$ cat config.mk
export PLATFORM = sky130hd
export DESIGN_NAME = cpu6502_core
export DESIGN_NICKNAME = d
export VERILOG_FILES = /design/src/common/core_pkg.sv /design/src/common/isa_pkg.sv /design/src/hw/decoder/decoder.sv /design/src/hw/sequencer/sequencer.sv /design/src/hw/address_unit.sv /design/src/hw/datapath/alu.sv /design/src/hw/datapath/reg_file.sv /design/src/hw/cpu6502_core.sv
export SDC_FILE = /design/constraint.sdc
export NUM_CORES = 1
export LEC_CHECK = 0
export BUFFER_PORTS_ARGS = -buffer_cell sky130_fd_sc_hd__buf_2
export CAP_MARGIN = 40
export CORE_AREA = 8 8 98 100
export CTS_CLUSTER_SIZE = 20
export DETAILED_ROUTE_END_ITERATION = 8
export DIE_AREA = 0 0 106 108
export PLACE_DENSITY = 0.72
export SYNTH_ARGS = -nofsm -noshare
export SYNTH_HDL_FRONTEND = slang
export SYNTH_SLANG_ARGS = --single-unit
$ cat constraint.sdc
create_clock -name clk -period 7 [get_ports clk]
set_input_delay 0.35 -clock clk [delete_from_list [all_inputs] [get_ports clk]]
set_output_delay 0.35 -clock clk [all_outputs]
set_load 0.02 [all_outputs]
$ cat src/common/core_pkg.sv
/*
 * core package: datapath widths, memory bus request, sequencer states
 * and the values the core takes on reset
 */
package core_pkg;

        typedef logic [7:0]  byte_t;
        typedef logic [15:0] addr_t;

        // first opcode fetch after reset, the core has no reset vector
        localparam addr_t start_addr = 16'h0200;

        // A, X and the opcode register all come up cleared
        localparam byte_t byte_reset = 8'h00;

        typedef enum logic [2:0] {
                fetch,
                operand_lo,
                operand_hi,
                mem_read,
                execute,
                store,
                halt
        } seq_state_e;

        // read_write is high for a read, a write lands at the end of a low cycle
        typedef struct packed {
                addr_t addr;
                byte_t wdata;
                logic  read_write;
        } bus_req_t;

endpackage

$ cat src/common/isa_pkg.sv
/*
 * instruction set package: opcode fields, operation and addressing-mode
 * encodings and the decoded-instruction record
 */
package isa_pkg;

        typedef logic [7:0] opcode_t;
        typedef logic [2:0] bbb_t;

        // operation code is {aaa, cc}
        typedef logic [4:0] group_op_t;

        localparam group_op_t op_ora = 5'b000_01;
        localparam group_op_t op_and = 5'b001_01;
        localparam group_op_t op_eor = 5'b010_01;
        localparam group_op_t op_adc = 5'b011_01;
        localparam group_op_t op_sta = 5'b100_01;
        localparam group_op_t op_lda = 5'b101_01;
        localparam group_op_t op_cmp = 5'b110_01;
        localparam group_op_t op_sbc = 5'b111_01;
        localparam group_op_t op_stx = 5'b100_10;
        localparam group_op_t op_ldx = 5'b101_10;
        localparam group_op_t op_asl = 5'b000_10;
        localparam group_op_t op_rol = 5'b001_10;
        localparam group_op_t op_lsr = 5'b010_10;
        localparam group_op_t op_ror = 5'b011_10;

        // bbb values, the meaning depends on cc
        localparam bbb_t bbb_zp     = 3'b001;
        localparam bbb_t bbb_abs    = 3'b011;
        localparam bbb_t bbb_imm_01 = 3'b010;
        localparam bbb_t bbb_imm_10 = 3'b000;
        localparam bbb_t bbb_acc    = 3'b010;

        typedef enum logic [3:0] {
                alu_or, alu_and, alu_eor, alu_adc, alu_sbc, alu_cmp,
                alu_asl, alu_lsr, alu_rol, alu_ror, alu_pass
        } alu_op_e;

        typedef enum logic [1:0] {mode_acc, mode_imm, mode_zp, mode_abs} addr_mode_e;

        typedef enum logic [1:0] {dest_none, dest_a, dest_x, dest_mem} dest_e;

        // for stores src names the register that goes out on the bus
        typedef enum logic {src_mem, src_x} src_e;

        typedef struct packed {
                alu_op_e    alu_op;
                addr_mode_e mode;
                dest_e      dest;
                src_e       src;
                logic       writes_carry;
                logic       is_store;
                logic       illegal;
        } decoded_t;

endpackage

$ cat src/hw/decoder/decoder.sv
/*
 * opcode decoder: holds the fetched opcode and splits it into the
 * aaa, bbb and cc fields to produce the datapath controls
 */
`timescale 1ns/10ps

module decoder import core_pkg::*, isa_pkg::*; (
        input  logic     clk,
        input  logic     reset_n,
        input  logic     opcode_load,
        input  byte_t    rdata,
        output decoded_t decoded
);

        opcode_t opcode_q;

        always_ff @(posedge clk) begin
                if (!reset_n)
                        opcode_q <= byte_reset;
                else if (opcode_load)
                        opcode_q <= rdata;
        end

        always_comb begin
                group_op_t group_op;
                bbb_t      bbb;
                logic      bad_mode;

                group_op = {opcode_q[7:5], opcode_q[1:0]};
                bbb      = opcode_q[4:2];
                bad_mode = 1'b0;

                decoded = '{alu_op: alu_pass, mode: mode_imm, dest: dest_none,
                            src: src_mem, writes_carry: 1'b0, is_store: 1'b0,
                            illegal: 1'b0};

                // addressing mode from bbb, cc=01 and cc=10 map bbb differently
                if (opcode_q[1:0] == 2'b01) begin
                        case (bbb)
                        bbb_imm_01: decoded.mode = mode_imm;
                        bbb_zp:     decoded.mode = mode_zp;
                        bbb_abs:    decoded.mode = mode_abs;
                        default:    bad_mode = 1'b1;
                        endcase
                end else begin
                        case (bbb)
                        bbb_imm_10: decoded.mode = mode_imm;
                        bbb_zp:     decoded.mode = mode_zp;
                        bbb_acc:    decoded.mode = mode_acc;
                        default:    bad_mode = 1'b1;
                        endcase
                end

                case (group_op)
                op_ora: {decoded.alu_op, decoded.dest} = {alu_or, dest_a};
                op_and: {decoded.alu_op, decoded.dest} = {alu_and, dest_a};
                op_eor: {decoded.alu_op, decoded.dest} = {alu_eor, dest_a};
                op_lda: {decoded.alu_op, decoded.dest} = {alu_pass, dest_a};
                op_adc, op_sbc: begin
                        decoded.alu_op       = (group_op == op_adc) ? alu_adc : alu_sbc;
                        decoded.dest         = dest_a;
                        decoded.writes_carry = 1'b1;
                end
                op_cmp: begin
                        decoded.alu_op       = alu_cmp;
                        decoded.writes_carry = 1'b1;
                end
                op_sta: begin
                        decoded.dest     = dest_mem;
                        decoded.is_store = 1'b1;
                        bad_mode         = bad_mode | (decoded.mode == mode_imm);
                end
                op_ldx: begin
                        decoded.dest = dest_x;
                        bad_mode     = bad_mode | (decoded.mode == mode_acc);
                end
                op_stx: begin
                        decoded.dest     = dest_mem;
                        decoded.src      = src_x;
                        decoded.is_store = 1'b1;
                        bad_mode         = bad_mode | (decoded.mode != mode_zp);
                end
                op_asl, op_lsr, op_rol, op_ror: begin
                        case (group_op)
                        op_asl:  decoded.alu_op = alu_asl;
                        op_lsr:  decoded.alu_op = alu_lsr;
                        op_rol:  decoded.alu_op = alu_rol;
                        default: decoded.alu_op = alu_ror;
                        endcase
                        decoded.dest         = dest_a;
                        decoded.writes_carry = 1'b1;
                        // only the accumulator forms are supported
                        bad_mode = bad_mode | (decoded.mode != mode_acc);
                end
                default: bad_mode = 1'b1;
                endcase

                decoded.illegal = bad_mode;
        end

endmodule

$ cat src/hw/sequencer/sequencer.sv
/*
 * instruction sequencer: steps each instruction through fetch, operand,
 * memory and execute cycles and stops the core on an illegal opcode
 */
`timescale 1ns/10ps

module sequencer import core_pkg::*, isa_pkg::*; (
        input  logic     clk,
        input  logic     reset_n,
        input  decoded_t decoded,
        output logic     sync,
        output logic     halted,
        output logic     opcode_load,
        output logic     pc_inc,
        output logic     ea_lo_load,
        output logic     ea_hi_load,
        output logic     addr_sel,
        output logic     exec,
        output logic     read_write
);

        seq_state_e state_q;
        seq_state_e state;
        seq_state_e state_next;

        // the cycle after fetch is the first one with a valid decode, so the
        // registered operand_lo is refined here into execute or halt
        always_comb begin
                state = state_q;
                if (state_q == operand_lo) begin
                        if (decoded.illegal)
                                state = halt;
                        else if (decoded.mode == mode_acc || decoded.mode == mode_imm)
                                state = execute;
                end
        end

        always_comb begin
                state_next = state;
                case (state)
                fetch:      state_next = operand_lo;
                operand_lo: begin
                        if (decoded.mode == mode_abs)
                                state_next = operand_hi;
                        else if (decoded.is_store)
                                state_next = store;
                        else
                                state_next = mem_read;
                end
                operand_hi: state_next = decoded.is_store ? store : mem_read;
                halt:       state_next = halt;
                default:    state_next = fetch;
                endcase
        end

        always_ff @(posedge clk) begin
                if (!reset_n)
                        state_q <= fetch;
                else
                        state_q <= state_next;
        end

        assign sync        = (state == fetch);
        assign opcode_load = (state == fetch);
        assign halted      = (state == halt);

        // the immediate byte is consumed in execute, an accumulator op has none
        assign pc_inc = (state inside {fetch, operand_lo, operand_hi}) ||
                        (state == execute && decoded.mode == mode_imm);

        assign ea_lo_load = (state == operand_lo);
        assign ea_hi_load = (state == operand_hi);
        assign addr_sel   = (state inside {mem_read, store});
        assign exec       = (state inside {execute, mem_read});
        assign read_write = (state != store);

endmodule

$ cat src/hw/address_unit.sv
/*
 * address unit: program counter, effective-address register and the
 * choice between them for the bus address
 */
`timescale 1ns/10ps

module address_unit import core_pkg::*; (
        input  logic  clk,
        input  logic  reset_n,
        input  byte_t rdata,
        input  logic  pc_inc,
        input  logic  ea_lo_load,
        input  logic  ea_hi_load,
        input  logic  addr_sel,
        output addr_t addr
);

        addr_t pc_q;
        addr_t ea_q;

        always_ff @(posedge clk) begin
                if (!reset_n)
                        pc_q <= start_addr;
                else if (pc_inc)
                        pc_q <= pc_q + 16'd1;
        end

        // a low byte load starts a zero-page address, an absolute
        // operand then overwrites the high byte on the next cycle
        always_ff @(posedge clk) begin
                if (ea_lo_load)
                        ea_q <= {8'h00, rdata};
                else if (ea_hi_load)
                        ea_q[15:8] <= rdata;
        end

        assign addr = addr_sel ? ea_q : pc_q;

endmodule

$ cat src/hw/datapath/alu.sv
/*
 * ALU: logic, add, subtract, compare and shift operations with carry
 */
`timescale 1ns/10ps

module alu import core_pkg::*, isa_pkg::*; (
        input  alu_op_e alu_op,
        input  byte_t   a,
        input  byte_t   b,
        input  logic    carry_in,
        output byte_t   result,
        output logic    carry_out
);

        logic [8:0] sum;
        byte_t      addend;
        logic       add_cin;

        // subtraction adds the inverse of b, carry set means no borrow
        assign addend  = (alu_op == alu_sbc || alu_op == alu_cmp) ? ~b : b;
        assign add_cin = (alu_op == alu_cmp) ? 1'b1 : carry_in;
        assign sum     = {1'b0, a} + {1'b0, addend} + {8'h00, add_cin};

        always_comb begin
                result    = b;
                carry_out = carry_in;
                case (alu_op)
                alu_or:  result = a | b;
                alu_and: result = a & b;
                alu_eor: result = a ^ b;
                alu_adc, alu_sbc: {carry_out, result} = sum;
                alu_cmp: begin
                        result    = a;
                        carry_out = sum[8];
                end
                alu_asl: {carry_out, result} = {a, 1'b0};
                alu_lsr: {result, carry_out} = {1'b0, a};
                alu_rol: {carry_out, result} = {a, carry_in};
                alu_ror: {result, carry_out} = {carry_in, a};
                default: result = b;
                endcase
        end

endmodule

$ cat src/hw/datapath/reg_file.sv
/*
 * register file: accumulator, X register and carry flag, updated from
 * the ALU on exec, and the data driven out for stores
 */
`timescale 1ns/10ps

module reg_file import core_pkg::*, isa_pkg::*; (
        input  logic     clk,
        input  logic     reset_n,
        input  logic     exec,
        input  decoded_t decoded,
        input  byte_t    rdata,
        output byte_t    store_data
);

        byte_t a_q;
        byte_t x_q;
        logic  carry_q;
        byte_t alu_result;
        logic  alu_carry;

        // the second operand is always the byte on the bus
        alu i_alu (
                .alu_op    (decoded.alu_op),
                .a         (a_q),
                .b         (rdata),
                .carry_in  (carry_q),
                .result    (alu_result),
                .carry_out (alu_carry)
        );

        always_ff @(posedge clk) begin
                if (!reset_n) begin
                        a_q     <= byte_reset;
                        x_q     <= byte_reset;
                        carry_q <= 1'b0;
                end else if (exec) begin
                        case (decoded.dest)
                        dest_a:  a_q <= alu_result;
                        dest_x:  x_q <= alu_result;
                        default: ;
                        endcase
                        if (decoded.writes_carry)
                                carry_q <= alu_carry;
                end
        end

        assign store_data = (decoded.src == src_x) ? x_q : a_q;

endmodule

$ cat src/hw/cpu6502_core.sv
/*
 * 6502 subset core top: decoder, sequencer, address unit and register
 * file joined to the byte-wide memory bus
 */
`timescale 1ns/10ps

module cpu6502_core import core_pkg::*, isa_pkg::*; (
        input  logic     clk,
        input  logic     reset_n,
        input  byte_t    rdata,
        output bus_req_t bus,
        output logic     sync,
        output logic     halted
);

        decoded_t decoded;
        logic     opcode_load;
        logic     pc_inc;
        logic     ea_lo_load;
        logic     ea_hi_load;
        logic     addr_sel;
        logic     exec;
        logic     read_write;
        addr_t    bus_addr;
        byte_t    store_data;

        decoder i_decoder (
                .clk         (clk),
                .reset_n     (reset_n),
                .opcode_load (opcode_load),
                .rdata       (rdata),
                .decoded     (decoded)
        );

        sequencer i_sequencer (
                .clk         (clk),
                .reset_n     (reset_n),
                .decoded     (decoded),
                .sync        (sync),
                .halted      (halted),
                .opcode_load (opcode_load),
                .pc_inc      (pc_inc),
                .ea_lo_load  (ea_lo_load),
                .ea_hi_load  (ea_hi_load),
                .addr_sel    (addr_sel),
                .exec        (exec),
                .read_write  (read_write)
        );

        address_unit i_address_unit (
                .clk        (clk),
                .reset_n    (reset_n),
                .rdata      (rdata),
                .pc_inc     (pc_inc),
                .ea_lo_load (ea_lo_load),
                .ea_hi_load (ea_hi_load),
                .addr_sel   (addr_sel),
                .addr       (bus_addr)
        );

        reg_file i_reg_file (
                .clk        (clk),
                .reset_n    (reset_n),
                .exec       (exec),
                .decoded    (decoded),
                .rdata      (rdata),
                .store_data (store_data)
        );

        assign bus = '{addr: bus_addr, wdata: store_data, read_write: read_write};

endmodule

==> flow_summary.ini, run 1 <==
[outcome]
status = finished clean

[critical_path]
crit_type = register to register
cp.required_ns = 7.21
startpoint_type = register
path_max_fanout = 49
end_kind = register
crit_arrival_ns = 3.78

[sta]
relSlewSlack_pct = 48.4
fin_hold_ws_ns = 0.289
worst_slack_ns = 3.43
fin_skew_ns = 0.00942
worst_slew_pin_slew_ns = 0.774
setup_viol = 0
finalMaxSlewViolations = 0
fmax_mhz = 280
setup_tns_ns = 0
hold_viol_final = 0
min_period_over_period_pct = 51.0
rsz0062_at_grt = false
post-route-min-period_ns = 3.57

[route]
routedWlPerCell_um = 17.7
firstDrtPassIters = 5
wl_met2_um = 5840
wl_met1_um = 4940
num_vias = 4034
drt-initial-drc-count = 291
wl_met3_um = 651
drc_errors = 0
routed.top_layer = met4
avgViaCountPerCell = 6.07
ant_nets = 0
drt_wl_total_um = 11800

[synthesis]
synth.most_common_cell = nand2_1
syn-cell-area_um2 = 4280
yosysWarnings = 0
syn_avg_cell_area_um2 = 8.05
yosysUniqueCellTypes = 66
synthTopCellsByCount = 64 x nand2_1, 52 x dfxtp_1, 46 x a21oi_1
syn_inst = 532
synth-seq-cells = 60
synth_flop_cell = dfxtp_1
netlist.area_leader.share_pct = 24.3
synth_area_leaders = dfxtp_1 24%, ha_1 7.0%, edfxtp_1 5.6%
seq_area_frac_synth_pct = 29.9
synth_nets = 568
synth_edf_count = 8
synthArstFlopShare_pct = 0
synth_top_area_cell = dfxtp_1

[placement]
dp_slack_ns = 3.48
place_congestion = 1.02
dp_cells = 649
postPlaceCellArea_um2 = 4530
hpwl_um = 8290
io_buffer_count = 36

[power]
p_switching_uw = 479
p_int_uw = 764
vdd_drop_max_v = 0.000123
combPwrFrac_pct = 35.8
power_density_nw_per_um2 = 262
p_seq_share_pct = 35.7
finalPower_mw = 1.24
switching_share_pct = 38.6
p_leak_nw = 1.90
p_clk_share_pct = 28.5

[cts]
clk_pin_slew_ns = 0.07
clockBufferDepth = 2
numClockSinks = 60
cts_tree = yes
cts_root_buf = clkbuf_8
cts_hold_buf = 0
post_cts_resized = 0
clk_latency_ns = 0.35
post_cts_buffers = 0
cts_buffers = 9
htreeDepth = 3

[cells_and_area]
fill_cells = 761
finish.utilization_pct = 59.0
final_layout_size_suffix_gt1_share_pct = 15.4
instances_no_fill = 665
n_antenna_cell = 0
final_nets = 591
finalInstanceArea_um2 = 4750
syn_to_final_growth_pct = 11.0

[die]
start_util_pct = 53.2
die_h_um = 108
die_w_um = 106
coreArea_um2 = 8050
rows = 33
dieArea_um2 = 11400
io_pins = 37

[worst_hold_path]
hp-class = input pin to register

[global_routing]
grt_max_degree = 50
grt_pass1_wl_um = 19400
grt_pass1_vias = 3879
antenna_found_initial = 0
track_usage_pct = 20.9
grt_overflow = 0

[run]
maxCapViolCount = 0
## critical path: stages (launching register included)
cell and delay (ns):
dfxtp_1 0.32, buf_4 0.40, nand3_1 0.51, xnor2_1 0.38
fa_1 0.27, inv_1 0.06, fa_1 0.37, nand2b_1 0.20
a21oi_1 0.25, o311a_1 0.21, a211oi_1 0.06, o31ai_1 0.27
mux2i_1 0.12
## kinds of logic (layout without fill, tap and decap cells)
logic type,count (synthesis),after routing,share of synthesized area [%]
AOI/OAI and AO/OA,148,148,22.1
xor gates and xnor gates,12,12,2.46
adders and majority gates,26,26,7.95
buffers and inverters,60,88,5.88
DFF,60,60,29.9
muxes,43,43,10.6
and+or+nand+nor,183,183,21.1
## power groups by stage
stage / clock [mW] / sequential [mW] / combinational, mW
6_report: 0.354 / 0.444 / 0.446
5_1_grt: 0.378 / 0.452 / 0.491
4_1_cts: 0.360 / 0.443 / 0.443
3_5_place_dp: 0 / 0.450 / 0.441
3_3_place_gp: 0 / 0.449 / 0.426
2_1_floorplan: 0 / 0.428 / 0.349
## cell type report
class / instances / area, um^2 / share of cell area, %
Clock buffer: 9 / 124 / 2.61
Clock inverter: 7 / 97.6 / 2.05
Inverter: 27 / 101 / 2.13
Multi-Input combinational cell: 412 / 2750 / 57.8
Sequential cell: 60 / 1280 / 27.0
Tap cell: 105 / 131 / 2.77
Timing Repair Buffer: 45 / 268 / 5.64
## per-layer routing
| metal | track usage [%] | vias up |
|---|---|---|
| li1 | - | 1965 |
| met5 | 0 | - |
| met4 | 9.05 | 0 |
| met3 | 4.64 | 26 |
| met2 | 36.6 | 131 |
| met1 | 24.0 | 1912 |
## flip-flops by register name (all words and copies together), names as in the netlist
name,flops
i_address_unit.ea_q,16
i_address_unit.pc_q,16
i_decoder.opcode_q,8
i_reg_file.a_q,8
i_reg_file.carry_q,1
i_reg_file.x_q,8
i_sequencer.state_q,3
## final timing paths
check / startpoint / to / slack, ns / cells after the start
worst max-delay path: i_decoder.opcode_q[6]$_SDFFE_PN0P_ / i_reg_file.a_q[6]$_SDFFE_PN0P_ / 3.43 / 12
worst min-delay path: rdata[6] / i_address_unit.ea_q[6]$_DFFE_PN_ / 0.29 / 1
worst max register to register: i_decoder.opcode_q[6]$_SDFFE_PN0P_ / i_reg_file.a_q[6]$_SDFFE_PN0P_ / 3.43 / 12
worst min register to register: i_reg_file.x_q[3]$_SDFFE_PN0P_ / i_reg_file.x_q[3]$_SDFFE_PN0P_ / 0.46 / 2
## placed cells by master, fill, tap and decap left out, drive strengths merged, types with 4 or more instances in the layout
master,count
and3,4
a31oi,6
edfxtp,8
a21oi,47
mux2,20
o21a,5
a211oi,7
ha,24
o221ai,5
or4,9
clkbuf,9
o31ai,12
mux2i,23
nor2b,10
nand3,10
nand2b,8
inv,28
nor3,12
a21o,4
buf,45
o22ai,5
xnor2,9
nor2,41
dfxtp,52
nand2,64
o21ai,33
or3,7
clkinv,4
Note: power is estimated with default switching activity, not from simulation.
==> run 2, diff against run 1 <==
--- a/config.mk
+++ b/config.mk
@@ -5,12 +5,13 @@
 export SDC_FILE = /design/constraint.sdc
 export NUM_CORES = 1
 export LEC_CHECK = 0
+export ABC_AREA = 1
 export BUFFER_PORTS_ARGS = -buffer_cell sky130_fd_sc_hd__buf_2
 export CAP_MARGIN = 40
-export CORE_AREA = 8 8 98 100
+export CORE_AREA = 8 8 99 101
 export CTS_CLUSTER_SIZE = 20
 export DETAILED_ROUTE_END_ITERATION = 8
-export DIE_AREA = 0 0 106 108
+export DIE_AREA = 0 0 107 109
 export PLACE_DENSITY = 0.72
 export SYNTH_ARGS = -nofsm -noshare
 export SYNTH_HDL_FRONTEND = slang
==> constraint.sdc (replaced) <==
create_clock -name clk -period 3.4 [get_ports clk]
set_input_delay 0.17 -clock clk [delete_from_list [all_inputs] [get_ports clk]]
set_output_delay 0.17 -clock clk [all_outputs]
set_load 0.02 [all_outputs]
==> run 2 against run 1 <==
Global-route usage is 1.1 points higher. First-iteration DRC count down 3.1%. Synthesized cell count grew 20%. Clock power grew 68%. Die area is 1.9% higher. Final cell count up 17%. Sequential share of layout area shrank 0.60 points. Sequential power increased by 130%. Sequential cell count stayed put. Area after synthesis increased by 3.6%. Largest power group unchanged. Total power rose to 2.9 times the previous value. Clock skew up 0.0018 ns.
==> flow_summary.ini, run 2 <==
[cts]
cts_buffers = 9
post_cts_buffers = 0
clockBufferDepth = 2
clk_pin_slew_ns = 0.07
numClockSinks = 60
cts_tree = yes
cts_root_buf = clkbuf_8
cts_hold_buf = 0
post_cts_resized = 0
clk_latency_ns = 0.34
htreeDepth = 3

[die]
io_pins = 37
rows = 34
coreArea_um2 = 8380
start_util_pct = 52.9
dieArea_um2 = 11700
die_w_um = 107
die_h_um = 109

[synthesis]
netlist.area_leader.share_pct = 23.5
syn_avg_cell_area_um2 = 6.94
synth_area_leaders = dfxtp_1 23%, nand2_1 9.4%, nand3_1 7.0%
synth_edf_count = 8
synth_flop_cell = dfxtp_1
syn_inst = 639
synthArstFlopShare_pct = 0
synth.most_common_cell = nand2_1
yosysWarnings = 0
synthTopCellsByCount = 111 x nand2_1, 73 x inv_1, 62 x nand3_1
synth-seq-cells = 60
synth_top_area_cell = dfxtp_1
yosysUniqueCellTypes = 41
seq_area_frac_synth_pct = 28.9
synth_nets = 675
syn-cell-area_um2 = 4440

[cells_and_area]
fill_cells = 797
final_layout_size_suffix_gt1_share_pct = 17.9
final_nets = 704
layout_common_cells = 111 x nand2_1, 73 x inv_1, 62 x nand3_1
n_antenna_cell = 0
final_common_cell = nand2_1
finalInstanceArea_um2 = 4860
syn_to_final_growth_pct = 9.53
finish.utilization_pct = 58.0
largestRegisters = i_address_unit.ea_q (16), i_address_unit.pc_q (16)

[critical_path]
path_buf_inv = 3
max_stage_delay_ns = 0.38
ff2ff_path_depth = 19
crit_family = simple AND/OR/NAND/NOR gates
crit_arrival_ns = 3.20
crit_type = register to register
cp.depth = 19
path_max_fanout = 5
cp.required_ns = 3.63
crit_chain = inv_2, nand2_4, nor3_1, nand2_1, nand2_1, fa_1, inv_1, fa_1, inv_1, nand2_1, nand2_1, a21oi_1, or2_2, nand3_1, nand4_1, nor2_1, nand3_1, nand2_1, nor2_1
end_kind = register
cp_slowest_cell = dfxtp_1
crit_top_cell = nand2_1
startpoint_type = register

[placement]
io_buffer_count = 36
hpwl_um = 9470
postPlaceCellArea_um2 = 4680
dp_slack_ns = 0.486
place_congestion = 0.991

[global_routing]
use_met2_pct = 36.4
grt.met3_usage_pct = 3.55
grt_use_met1_pct = 27.5
busiest_layer = met2
grt_pass1_vias = 4259
grt_max_degree = 33
track_usage_pct = 22.0
grt_overflow = 0
antenna_found_initial = 0
grt_pass1_wl_um = 20500

[sta]
hold_viol_final = 0
worst_slew_pin_slew_ns = 0.829
fin_skew_ns = 0.0112
min_period_over_period_pct = 87.4
post-route-min-period_ns = 2.97
finalMaxSlewViolations = 0
rsz0062_at_grt = false
relSlewSlack_pct = 44.6
worst_slack_ns = 0.428
setup_tns_ns = 0
setup_viol = 0
fmax_mhz = 336

[power]
vdd_drop_max_v = 0.000382
p_leak_nw = 2.17
finalPower_mw = 3.59
power_density_nw_per_um2 = 739

[worst_hold_path]
hp-class = input pin to register
min_path_cells = 1

[route]
ant_nets = 0
avgViaCountPerCell = 5.65
drc_errors = 0
num_vias = 4404
drt-initial-drc-count = 282
routedWlPerCell_um = 16.2
drt_wl_total_um = 12600
firstDrtPassIters = 7

[outcome]
status = finished clean

[run]
maxCapViolCount = 0
[run 2: cell types whose count changed after synthesis, sizes merged, moves of 9 or more]
| cell | before | now |
|---|---|---|
| nor2 | 41 | 64 |
| mux2 | 20 | 1 |
| or4 | 9 | 0 |
| mux2i | 23 | 0 |
| xnor2 | 9 | 0 |
| a21oi | 47 | 63 |
| clkbuf | 22 | 13 |
| xor2 | 3 | 22 |
| o31ai | 12 | 0 |
| nand3 | 10 | 68 |
| nand2 | 64 | 135 |
| nor2b | 10 | 0 |
| inv | 26 | 83 |
[run 2: final timing paths]
kind | slack [ns] | from | endpoint
setup / recovery | 0.43 | i_decoder.opcode_q[1]$_SDFFE_PN0P_ | i_reg_file.a_q[4]$_SDFFE_PN0P_
hold / removal | 0.11 | rdata[7] | i_address_unit.ea_q[7]$_DFFE_PN_
setup reg to reg | 0.43 | i_decoder.opcode_q[1]$_SDFFE_PN0P_ | i_reg_file.a_q[4]$_SDFFE_PN0P_
hold reg to reg | 0.49 | i_reg_file.x_q[3]$_SDFFE_PN0P_ | i_reg_file.x_q[3]$_SDFFE_PN0P_
[run 2: power by group]
group	internal [mW]	switching (mW)	total, mW
Combinational	0.581	1.38	1.96
Clock	0.298	0.295	0.593
Sequential	0.873	0.163	1.04
[run 2: cell families (layout without fill, tap and decap cells)]
logic type	Yosys count	in the layout	share of synthesized area, %
compound gates	128	128	17.0
xor+xnor	22	22	4.34
fa+ha+maj	26	26	7.67
buf+inv	106	139	9.68
flops	60	60	28.9
mux	1	1	0.254
simple gates	296	296	32.2
[run 2: per-stage QoR]
stage,hold slack (ns),cells
CTS,0.101,780
global placement,0.440,765
global route,0.107,780
finish,0.112,780
floorplan,0.269,639
detailed placement,0.444,765
[run 2: per-layer routing]
metal | wire length (um) | share of wire, % | vias to the layer above
met1 | 5640 | 45 | 2027
li1 | - | - | 2177
met2 | 5780 | 46 | 168
met4 | 373 | 3.0 | 0
met5 | 0 | 0 | -
met3 | 854 | 6.8 | 32
[run 2: worst register-to-register path: stages (launching register included)]
cell     delay, ns
dfxtp_1       0.38
inv_2         0.12
nand2_4       0.08
nor3_1        0.31
nand2_1       0.13
nand2_1       0.10
fa_1          0.23
inv_1         0.07
fa_1          0.36
inv_1         0.09
nand2_1       0.07
nand2_1       0.06
a21oi_1       0.07
or2_2         0.28
nand3_1       0.07
nand4_1       0.08
nor2_1        0.14
nand3_1       0.09
nand2_1       0.09
nor2_1        0.05
[run 2: cell type report]
class	count	area, um^2	share of cell area [%]
clock buffer	11	151	3.12
clock inverter	4	25.0	0.515
inverter	83	312	6.41
multi-input combinational	473	2740	56.3
sequential	60	1280	26.4
tap	108	135	2.78
timing repair buffer	41	218	4.48
